File: src/logic/steer_pkg.sv
`default_nettype none

package steer_pkg;

    // --------------------------------------------------
    // Steering codes and bundles
    // --------------------------------------------------
    typedef enum logic [1:0] {
        STOP        = 2'b00,
        TURN_RIGHT  = 2'b01,
        TURN_LEFT   = 2'b10,
        GO_STRAIGHT = 2'b11
    } steer_t;

    // Active low, 0 means the sensor sees the line
    typedef struct packed {
        logic left;
        logic mid;
        logic right;
    } sensor_sample_t;

    typedef struct packed {
        steer_t state;
        steer_t pre_state;
    } steer_cmd_t;

    // Sensor patterns as {left, mid, right}
    localparam logic [2:0] PAT_MID_ONLY     = 3'b101;
    localparam logic [2:0] PAT_NINETY_LEFT  = 3'b001;
    localparam logic [2:0] PAT_WIDE_RIGHT   = 3'b100;
    localparam logic [2:0] PAT_LEFT_ONLY    = 3'b011;
    localparam logic [2:0] PAT_RIGHT_ONLY   = 3'b110;
    localparam logic [2:0] PAT_LOST         = 3'b111;

    // --------------------------------------------------
    // Filter, recovery and PWM constants
    // --------------------------------------------------
    localparam int FILTER_DEPTH   = 3;
    // Kept short for simulation
    localparam int RECOVER_CYCLES = 64;
    localparam int RECOVER_BITS   = $clog2(RECOVER_CYCLES + 1);

    localparam int PWM_PERIOD = 16;
    localparam int PWM_BITS   = 4;
    localparam logic [PWM_BITS-1:0] DUTY_FULL = 4'd12;
    localparam logic [PWM_BITS-1:0] DUTY_SLOW = 4'd4;

endpackage

`default_nettype wire

File: src/logic/display_pkg.sv
`default_nettype none

package display_pkg;

    // --------------------------------------------------
    // Scan timing
    // --------------------------------------------------
    localparam int SCAN_DIV  = 8;
    localparam int SCAN_BITS = $clog2(SCAN_DIV);

    // --------------------------------------------------
    // Digit select, active low, one digit per code
    // --------------------------------------------------
    localparam logic [3:0] DIGIT_NONE = 4'b1111;
    localparam logic [3:0][3:0] DIGIT_SEL = {
        4'b0111,
        4'b1011,
        4'b1101,
        4'b1110
    };

    // Segment patterns, active low, index 10 is blank
    localparam int SEG_BLANK = 10;
    localparam logic [10:0][6:0] SEG_PATTERN = {
        7'b1111111,
        7'b0010000,
        7'b0000000,
        7'b1111000,
        7'b0000010,
        7'b0010010,
        7'b0011001,
        7'b0110000,
        7'b0100100,
        7'b1111001,
        7'b1000000
    };

endpackage

`default_nettype wire

File: src/logic/track_sampler.sv
`timescale 1ns/1ps
`default_nettype none

module track_sampler import steer_pkg::*; (
    input  wire logic     clk,
    input  wire logic     reset,
    input  wire logic     left_track,
    input  wire logic     mid_track,
    input  wire logic     right_track,
    output sensor_sample_t sample
);

    logic [2:0] pins;
    logic [2:0] sync_q1;
    logic [2:0] sync_q2;
    logic [FILTER_DEPTH-2:0][2:0] hist_q;
    logic agree;

    assign pins = {left_track, mid_track, right_track};

    // Newest synchronized value plus the previous ones must match
    always_comb begin
        agree = 1'b1;
        for (int i = 0; i < FILTER_DEPTH - 1; i++) begin
            if (hist_q[i] != sync_q2) begin
                agree = 1'b0;
            end
        end
    end

    // --------------------------------------------------
    // Synchronizer, history and filtered output
    // --------------------------------------------------
    always_ff @(posedge clk or posedge reset) begin
        if (reset) begin
            sync_q1 <= '1;
            sync_q2 <= '1;
            hist_q  <= '1;
            sample  <= '1;
        end else begin
            sync_q1   <= pins;
            sync_q2   <= sync_q1;
            hist_q[0] <= sync_q2;
            for (int i = 1; i < FILTER_DEPTH - 1; i++) begin
                hist_q[i] <= hist_q[i-1];
            end
            // Chatter on the track edge never reaches the policy
            if (agree) begin
                sample <= sensor_sample_t'(sync_q2);
            end
        end
    end

endmodule

`default_nettype wire

File: src/logic/steer_policy.sv
`timescale 1ns/1ps
`default_nettype none

module steer_policy import steer_pkg::*; (
    input  wire logic           clk,
    input  wire logic           reset,
    input  wire sensor_sample_t sample,
    output steer_cmd_t          cmd
);

    typedef enum logic [1:0] {
        MODE_TRACK,
        MODE_RECOVER_RIGHT,
        MODE_RECOVER_LEFT
    } mode_t;

    mode_t                   mode;
    logic                    flag_ninety_left;
    logic                    flag_wide_right;
    logic [RECOVER_BITS-1:0] timer;
    logic [2:0]              pattern;
    logic                    timer_done;
    steer_t                  lost_dir;

    assign pattern    = sample;
    assign timer_done = (timer >= RECOVER_BITS'(RECOVER_CYCLES));

    // Plain line loss undoes the last correction
    always_comb begin
        case (cmd.pre_state)
            TURN_LEFT:  lost_dir = TURN_RIGHT;
            TURN_RIGHT: lost_dir = TURN_LEFT;
            default:    lost_dir = GO_STRAIGHT;
        endcase
    end

    // --------------------------------------------------
    // Steering state machine
    // --------------------------------------------------
    always_ff @(posedge clk or posedge reset) begin
        if (reset) begin
            cmd.state        <= GO_STRAIGHT;
            cmd.pre_state    <= GO_STRAIGHT;
            mode             <= MODE_TRACK;
            flag_ninety_left <= 1'b0;
            flag_wide_right  <= 1'b0;
            timer            <= '0;
        end else begin
            case (mode)
                MODE_RECOVER_RIGHT: begin
                    flag_wide_right <= 1'b0;
                    if (!timer_done) begin
                        timer     <= timer + 1'b1;
                        cmd.state <= GO_STRAIGHT;
                    end else if (pattern != PAT_MID_ONLY && pattern != PAT_LEFT_ONLY) begin
                        cmd.state <= TURN_RIGHT;
                    end else begin
                        cmd.state <= GO_STRAIGHT;
                        timer     <= '0;
                        mode      <= MODE_TRACK;
                    end
                end

                MODE_RECOVER_LEFT: begin
                    flag_ninety_left <= 1'b0;
                    if (!timer_done) begin
                        timer     <= timer + 1'b1;
                        cmd.state <= GO_STRAIGHT;
                    end else if (pattern != PAT_MID_ONLY && pattern != PAT_RIGHT_ONLY) begin
                        cmd.state <= TURN_LEFT;
                    end else begin
                        cmd.state <= GO_STRAIGHT;
                        timer     <= '0;
                        mode      <= MODE_TRACK;
                    end
                end

                default: begin
                    if (pattern == PAT_LOST) begin
                        // Wide right wins when both corners were seen
                        if (flag_wide_right) begin
                            mode <= MODE_RECOVER_RIGHT;
                        end else if (flag_ninety_left) begin
                            mode <= MODE_RECOVER_LEFT;
                        end else begin
                            cmd.state <= lost_dir;
                        end
                    end else begin
                        if (pattern == PAT_NINETY_LEFT) begin
                            flag_ninety_left <= 1'b1;
                        end
                        if (pattern == PAT_WIDE_RIGHT) begin
                            flag_wide_right <= 1'b1;
                        end

                        case (cmd.state)
                            GO_STRAIGHT: begin
                                if (pattern == PAT_MID_ONLY || (!sample.left && !sample.right)) begin
                                    cmd.state <= GO_STRAIGHT;
                                end else if (!sample.left) begin
                                    cmd.state <= TURN_LEFT;
                                end else if (!sample.right) begin
                                    cmd.state <= TURN_RIGHT;
                                end
                            end

                            TURN_LEFT: begin
                                if (!sample.mid) begin
                                    cmd.state     <= GO_STRAIGHT;
                                    cmd.pre_state <= TURN_LEFT;
                                end else if (!sample.right && sample.left) begin
                                    cmd.state     <= TURN_RIGHT;
                                    cmd.pre_state <= TURN_LEFT;
                                end
                            end

                            TURN_RIGHT: begin
                                if (!sample.mid) begin
                                    cmd.state     <= GO_STRAIGHT;
                                    cmd.pre_state <= TURN_RIGHT;
                                end else if (!sample.left) begin
                                    cmd.state     <= TURN_LEFT;
                                    cmd.pre_state <= TURN_RIGHT;
                                end
                            end

                            default: begin
                                cmd.state <= cmd.state;
                            end
                        endcase
                    end
                end
            endcase
        end
    end

    // The car always moves under policy control
    a_never_stop: assert property (
        @(posedge clk) disable iff (reset) cmd.state != STOP
    ) else $error("steer_policy: cmd.state reached STOP");

endmodule

`default_nettype wire

File: src/logic/motor_driver.sv
`timescale 1ns/1ps
`default_nettype none

module motor_driver import steer_pkg::*; (
    input  wire logic   clk,
    input  wire logic   reset,
    input  wire logic   start_move,
    input  wire steer_t state,
    output logic        left_pwm,
    output logic        right_pwm
);

    typedef struct packed {
        logic [PWM_BITS-1:0] left;
        logic [PWM_BITS-1:0] right;
    } duty_pair_t;

    logic [PWM_BITS-1:0] pwm_cnt;
    logic                period_end;
    duty_pair_t          duty_d;
    duty_pair_t          duty_q;

    assign period_end = (pwm_cnt == PWM_BITS'(PWM_PERIOD - 1));

    // Slow the inner wheel on a turn
    always_comb begin
        duty_d = '0;
        if (start_move) begin
            case (state)
                GO_STRAIGHT: duty_d = '{left: DUTY_FULL, right: DUTY_FULL};
                TURN_LEFT:   duty_d = '{left: DUTY_SLOW, right: DUTY_FULL};
                TURN_RIGHT:  duty_d = '{left: DUTY_FULL, right: DUTY_SLOW};
                default:     duty_d = '0;
            endcase
        end
    end

    // --------------------------------------------------
    // Counter and duty latch at the period boundary
    // --------------------------------------------------
    always_ff @(posedge clk or posedge reset) begin
        if (reset) begin
            pwm_cnt <= '0;
            duty_q  <= '0;
        end else begin
            pwm_cnt <= period_end ? '0 : pwm_cnt + 1'b1;
            if (period_end) begin
                duty_q <= duty_d;
            end
        end
    end

    assign left_pwm  = (pwm_cnt < duty_q.left);
    assign right_pwm = (pwm_cnt < duty_q.right);

    // Idle or stopped boundary latches zero duty on both wheels
    a_zero_duty_quiet: assert property (
        @(posedge clk) disable iff (reset)
        period_end && (!start_move || state == STOP) |=> !left_pwm && !right_pwm
    ) else $error("motor_driver: wheel high after a zero duty was latched");

endmodule

`default_nettype wire

File: src/logic/segment_scanner.sv
`timescale 1ns/1ps
`default_nettype none

module segment_scanner import steer_pkg::*, display_pkg::*; (
    input  wire logic           clk,
    input  wire logic           reset,
    input  wire steer_t         state,
    input  wire sensor_sample_t sample,
    output logic [6:0]          segments,
    output logic [3:0]          digit_sel
);

    logic [SCAN_BITS-1:0] scan_cnt;
    logic                 scan_en;
    logic [1:0]           digit_idx;
    logic                 lit;
    logic [3:0]           digit_val;

    assign scan_en = (scan_cnt == SCAN_BITS'(SCAN_DIV - 1));

    // --------------------------------------------------
    // Scan clock-enable and digit index
    // --------------------------------------------------
    always_ff @(posedge clk or posedge reset) begin
        if (reset) begin
            scan_cnt  <= '0;
            digit_idx <= '0;
            lit       <= 1'b0;
        end else begin
            scan_cnt <= scan_en ? '0 : scan_cnt + 1'b1;
            if (scan_en) begin
                // First enable lights digit 0, later ones advance
                if (lit) begin
                    digit_idx <= digit_idx + 1'b1;
                end
                lit <= 1'b1;
            end
        end
    end

    always_comb begin
        case (digit_idx)
            2'd3:    digit_val = {2'b00, state};
            2'd2:    digit_val = {3'b000, sample.left};
            2'd1:    digit_val = {3'b000, sample.mid};
            default: digit_val = {3'b000, sample.right};
        endcase
    end

    assign digit_sel = lit ? DIGIT_SEL[digit_idx] : DIGIT_NONE;
    assign segments  = lit ? SEG_PATTERN[digit_val] : SEG_PATTERN[SEG_BLANK];

    // Never more than one digit driven
    a_one_cold: assert property (
        @(posedge clk) disable iff (reset) $countones(~digit_sel) <= 1
    ) else $error("segment_scanner: digit_sel %b is not one-cold", digit_sel);

endmodule

`default_nettype wire

File: src/logic/line_tracker_top.sv
`timescale 1ns/1ps
`default_nettype none

module line_tracker_top import steer_pkg::*; (
    input  wire logic  clk,
    input  wire logic  reset,
    input  wire logic  left_track,
    input  wire logic  mid_track,
    input  wire logic  right_track,
    input  wire logic  start_move,
    output steer_cmd_t cmd,
    output logic       left_pwm,
    output logic       right_pwm,
    output logic [6:0] segments,
    output logic [3:0] digit_sel
);

    sensor_sample_t sample;

    // --------------------------------------------------
    // Sensing and steering
    // --------------------------------------------------
    track_sampler track_sampler_inst (
        .clk         (clk),
        .reset       (reset),
        .left_track  (left_track),
        .mid_track   (mid_track),
        .right_track (right_track),
        .sample      (sample)
    );

    steer_policy steer_policy_inst (
        .clk    (clk),
        .reset  (reset),
        .sample (sample),
        .cmd    (cmd)
    );

    // --------------------------------------------------
    // Wheels and display
    // --------------------------------------------------
    motor_driver motor_driver_inst (
        .clk        (clk),
        .reset      (reset),
        .start_move (start_move),
        .state      (cmd.state),
        .left_pwm   (left_pwm),
        .right_pwm  (right_pwm)
    );

    segment_scanner segment_scanner_inst (
        .clk       (clk),
        .reset     (reset),
        .state     (cmd.state),
        .sample    (sample),
        .segments  (segments),
        .digit_sel (digit_sel)
    );

endmodule

`default_nettype wire

File: config.mk
export PLATFORM = sky130hd
export DESIGN_NAME = line_tracker_top
export DESIGN_NICKNAME = d
export VERILOG_FILES = /design/src/logic/steer_pkg.sv /design/src/logic/display_pkg.sv /design/src/logic/track_sampler.sv /design/src/logic/steer_policy.sv /design/src/logic/motor_driver.sv /design/src/logic/segment_scanner.sv /design/src/logic/line_tracker_top.sv
export SDC_FILE = /design/constraint.sdc
export NUM_CORES = 1
export LEC_CHECK = 0
export ABC_AREA = 1
export BUFFER_PORTS_ARGS = -buffer_cell sky130_fd_sc_hd__buf_2
export CAP_MARGIN = 10
export CORE_AREA = 10 10 101 103
export DETAILED_ROUTE_END_ITERATION = 8
export DIE_AREA = 0 0 111 113
export GPL_TIMING_DRIVEN = 1
export MAX_ROUTING_LAYER = met4
export PLACE_DENSITY_LB_ADDON = 0.12
export SLEW_MARGIN = 20
export SYNTH_ARGS = -nofsm -noshare
export SYNTH_HDL_FRONTEND = slang
export SYNTH_SLANG_ARGS = --single-unit
File: constraint.sdc
create_clock -name clk -period 1.65 [get_ports clk]
set_input_delay 0.165 -clock clk [delete_from_list [all_inputs] [get_ports clk]]
set_output_delay 0.165 -clock clk [all_outputs]
set_load 0.005 [all_outputs]
* Yosys cells after proc, flatten, opt, wreduce, memory -nomap -nowiden
Memory sizes are Yosys's and may differ from the RTL's.
Index checks and enable logic that the tools add are counted.
** Cells by class
- $lt $le $gt $ge :: 5
- Multiplexer cells :: 49
- Eq/ne operators :: 36
- Reductions and logical operators :: 22
- Bitwise gates (word level) :: 4
- Add/subtract/negate cells :: 4
** Operators by type and width (count)
- $mux W7 :: 6
- $mux W2 :: 16
- $mux W4 :: 7
- $pmux W8 S3 :: 1
- $ne A3 B3 Y1 const B :: 6
- $pmux W2 S2 :: 4
- $pmux W7 S2 :: 1
- $eq A2 B2 Y1 const B :: 6
- $eq A3 B3 Y1 const B :: 4
- $ne A6 B6 Y1 const B :: 2
- $pmux W2 S3 :: 2
- $reduce_and A6 Y1 :: 2
- $reduce_and A3 Y1 :: 3
- $bmux W4 S2 :: 1
- $eq A2 B1 Y1 const B :: 4
- $lt A4 B4 Y1 :: 2
- $mux W8 :: 1
- $ne A2 B2 Y1 const B :: 4
- $ne A4 B4 Y1 const B :: 2
- $reduce_bool A2 Y1 :: 4
- $add A7 B1 Y7 const B :: 1
- $ge A7 B7 Y1 const B :: 1
- $mux W1 :: 7
- $ne A7 B7 Y1 const B :: 1
- 22 further kinds :: 32
** Word-level totals
- Bits of input ports :: 6
- Register bits after elaboration :: 48
- Memory bits (read-only) :: 112
- Memories :: 1
- Logic and storage cells :: 140
** Memory list
- (name not given) :: depth 16, bits a word 7, read ports 1, clocked after memory_dff 0, write ports 0, RTL line segment_scanner.sv:51 : assign segments = lit ? SEG_PATTERN[digit_val] : SEG_PATTERN[SEG_BLANK];

* Logic depth before layout (Yosys ltp)
- Depth in word-level cells :: 7
- Gate-level depth with buffers :: 10
- Mapped depth without buffers :: 10

* By module
From an unflattened synthesis, not the netlist that was laid out.
** Second synthesis, totals
- Cell total of the unflattened synthesis :: 298
- Area total of the unflattened synthesis :: 2437.3 µm²
** By module, submodules not included
- steer_policy :: instances 1, cells each 165, area an instance 1148.6 µm²
- track_sampler :: instances 1, cells each 41, area an instance 511.7 µm²
- segment_scanner :: instances 1, cells each 51, area an instance 415.4 µm²
- motor_driver :: instances 1, cells each 41, area an instance 361.6 µm²

* Least setup slack after synthesis
No wires, ideal clock.
- Path kind :: reg-to-output
- From :: register, netlist name track_sampler_inst.sample[2]
- To :: output port segments[3]
- Arrival time :: 1.281 ns
- Buffers on the path :: 2
- Path slack :: 0.204 ns
- Required time :: 1.485 ns
- Cell stages (with the launch flop) :: 7
- Cells stage by stage :: dfstp_2 -> buf_2 -> nand2_1 -> nand3_1 -> nand2_1 -> o21ai_0 -> buf_4
** On the way
- Word-level cells in the longest chain between the ends :: 4
** Ends and longest elaborated chain
- $pmux W2 S3 :: RTL line segment_scanner.sv:42 : case (digit_idx)
- $mem_v2 Z16 W7
- $mux W7 (not written as such) :: RTL line segment_scanner.sv:51
- $mux W7 :: RTL line segment_scanner.sv:51
- end: declaration :: RTL line line_tracker_top.sv:14 : output logic [6:0] segments,
No other way between the ends. The select of a mux whose other input is x is not followed.

* Worst setup path in the final report
- From :: register segment_scanner_inst.digit_idx[0]
- To :: output port segments[0]
** On the way
- Word-level cells in the longest chain between the ends :: 5
** Ends and longest elaborated chain
- start: declaration :: RTL line segment_scanner.sv:15 : logic [1:0] digit_idx;
- start signal: assignment :: RTL line segment_scanner.sv:34 : digit_idx <= digit_idx + 1'b1;
- $eq A2 B1 Y1 / $eq A2 B2 Y1 (equally long branches) :: RTL line segment_scanner.sv:42
- $pmux W2 S3 (*) :: RTL line segment_scanner.sv:42
- $mem_v2 Z16 W7 (*)
- $mux W7 (not written as such) (*) :: RTL line segment_scanner.sv:51
- $mux W7 (*) :: RTL line segment_scanner.sv:51
Mark *: on every way between the ends. The rest lies on a longest branch, timed or not. The select of a mux whose other input is x is not followed.

==> out/metrics.csv <==
metric,value,unit
grt_pass1_vias,1835,
hold_class,input port to register,
fillerInstances,825,
io_pins,23,
worstPathArrival,1.51,ns
dp.cells,405,
fin_cells,423,
drive_above_1_share,30.5,%
syn_area,2330,sq um
ctsLongestPathBuffers,2,
avgSynthCellArea,8.35,sq um
relSlewSlack,74.0,%
fp.dieArea,12500,sq um
clk_latency,0.30,ns
overflow,0,
worst_slack,-0.0268,ns
numCtsBuffers,5,
peakVddDrop,0.000356,V
drt-wirelength-per-cell,11.6,um
drv_cap,0,
crit_slowest_cell,dfrtp_2,
yosysSeqAreaShare,47.2,%
max_freq,596,MHz
gp_congestion,0.758,
syn_nets,303,
drt_iter0_drc,93,
worstSetupPathType,register to output port,
row_count,33,
yosysUniqueCellTypes,28,
most-common-layout-cells,"73 x nand2_1, 29 x inv_1, 25 x nand3_1, 22 x nor2_1, 22 x dfrtp_1",
cts_tree,built,
setup_viol,5,
design.core.area,8130,sq um
antenna_found_initial,0,
route.detailed.drc,0,
root_buffer,clkbuf_8,
crit_fanout,4,
crit_required,1.48,ns
leakage,0.00143,uW
finClkSkew,0.0131,ns
grt_pass1_wl,8.69,mm
layout.nets,341,
syn_inst,279,
violations,negative setup slack,
power_density,1440,nW/um^2
viasPerCell,4.37,
grt_usage,8.30,%
worst_hold_slack,0.122,ns
final_common_cell,nand2_1,
cts_max_level,2,
fin_setup_tns,-0.0978,ns
final-max-slew-violation-count,0,
status,"complete, but fails checks",
grt_max_degree,44,
die_height,113,um
min_period,1.68,ns
crit_path_end_kind,output port,
tightest_slew,0.389,ns
syn2layout_area_growth,23.8,%
via_count,1850,
wirelength,4.90,mm
initial_utilization,28.7,%
die_w,111,um
clock_sinks,43,
port_buffers,22,
clk_pin_slew,0.09,ns
path_cells,"buf_6, ha_4, nand2_1, nand3_2, nand2_4, o21ai_2, buf_2",
yosysWarnings,0,
cpPeakStageDelay,0.46,ns
worst_setup_path_start_kind,register,
period_share,102,%
hold_viol,0,
n_antenna_cell,0,
ys_ff_latch,43,
ant_nets,0,
rsz0062_at_grt,true,
dp_hpwl,3.54,mm
firstDrtPassIters,4,
[worst max-delay path, delay by kind of cell (launching register included)]
kind	cells	cell delay, ns
DFF	1	0.46
adders and majority gates	1	0.15
buffers and inverters	2	0.28
and+or+nand+nor	3	0.25
AOI/OAI and AO/OA	1	0.07
[cells by family (layout without fill, tap and decap cells)]
kind of cell,after synthesis,after routing,share of synthesized area (%)
buffers and inverters,43,82,7.41
adder cells (fa/ha/maj),18,18,9.66
XOR/XNOR,5,5,1.88
AND/OR/NAND/NOR,144,144,27.9
flip-flops,43,43,47.2
AO/OA/AOI/OAI,26,26,6.01
[metal layers]
layer / up-vias / global-route usage (%) / part of all wire (%)
li1: 951 / - / -
met1: 849 / 10.5 / 50
met2: 43 / 12.5 / 44
met3: 7 / 2.06 / 4.0
met4: 0 / 3.13 / 1.7
met5: - / - / 0
[cells in the mapped netlist]
| master | n | share of area, % |
|---|---|---|
| nor2_2 | 2 | 0.54 |
| nand2_1 | 75 | 12 |
| o211ai_1 | 1 | 0.32 |
| buf_2 | 3 | 0.64 |
| inv_1 | 33 | 5.3 |
| a21oi_1 | 6 | 1.3 |
| dfrtp_1 | 24 | 26 |
| o22ai_1 | 2 | 0.54 |
| ha_1 | 18 | 9.7 |
| nand3b_1 | 1 | 0.32 |
| o21ai_1 | 5 | 1.1 |
| xor2_1 | 4 | 1.5 |
| buf_4 | 2 | 0.64 |
| clkbuf_1 | 1 | 0.16 |
| nand2_2 | 4 | 1.1 |
| o21a_1 | 1 | 0.32 |
| inv_2 | 4 | 0.64 |
| nand3_1 | 27 | 5.8 |
| dfstp_2 | 19 | 21 |
| nand4_1 | 3 | 0.81 |
| or2_1 | 1 | 0.27 |
| or2_2 | 3 | 0.81 |
| nand3_4 | 1 | 0.75 |
| o21bai_1 | 1 | 0.32 |
| nand3_2 | 4 | 1.7 |
| o21ai_0 | 10 | 2.1 |
| xnor2_1 | 1 | 0.38 |
| nor2_1 | 23 | 3.7 |
[timing repair]
action / CTS / global route
setup buffers: 4 / 2
setup endpoints to repair: 5 / 14
hold buffers: 4 / 0
gates cloned: 0 / 0
pin swaps: 3 / 4
gates resized for setup: 8 / 21
hold endpoints to repair: 27 / 0
[report_power, final]
part           total [uW]  internal (uW)  switching, uW  leakage, uW
combinational        1920            759           1160     0.000873
clock                 724            343            381    0.0000517
sequential           1500           1320            179     0.000502
total                4140           2420           1720      0.00143
[final cells by class]
type | count | area, sq um | share of cell area [%]
timing repair buffer | 37 | 255 | 8.84
inverter | 37 | 144 | 4.98
sequential | 43 | 1100 | 38.2
clock inverter | 2 | 15.0 | 0.520
tap | 105 | 131 | 4.55
clock buffer | 6 | 82.6 | 2.86
multi-input combinational | 193 | 1160 | 40.1
[path summary, 6_finish.rpt]
kind	cells past startpoint	end	slack (ns)	startpoint
min in group asynchronous	4	motor_driver_inst.pwm_cnt[1]	0.44	reset
worst min register to register	0	track_sampler_inst.sync_q2[2]	0.36	track_sampler_inst.sync_q1[2]
worst max register to register	10	steer_policy_inst.cmd[3]	0.10	steer_policy_inst.cmd[2]
max in group asynchronous	4	steer_policy_inst.cmd[0]	0.95	reset
worst max-delay path	7	segments[0]	-0.03	segment_scanner_inst.digit_idx[0]
worst min-delay path	3	motor_driver_inst.duty_q[7]	0.12	start_move
[metrics by stage]
| step | utilization, % | total power (uW) | instance area [sq um] | worst slack (ns) |
|---|---|---|---|---|
| finish | 35.5 | 4140 | 2890 | -0.0268 |
| global route | 35.5 | 4580 | 2890 | -0.0991 |
| floorplan | - | 2830 | 2330 | 0.204 |
| CTS | 34.1 | 4140 | 2770 | -0.0195 |
| global placement | 31.8 | 3350 | 2590 | 0.143 |
| detailed placement | 31.8 | 3350 | 2590 | 0.0769 |
[sequential cells by signal, summed over array words and instances (netlist names), 4 cells and up]
name / count
track_sampler_inst.hist_q: 6
motor_driver_inst.pwm_cnt: 4
steer_policy_inst.timer: 7
steer_policy_inst.cmd: 4
Power figures use the tool's default switching activity.
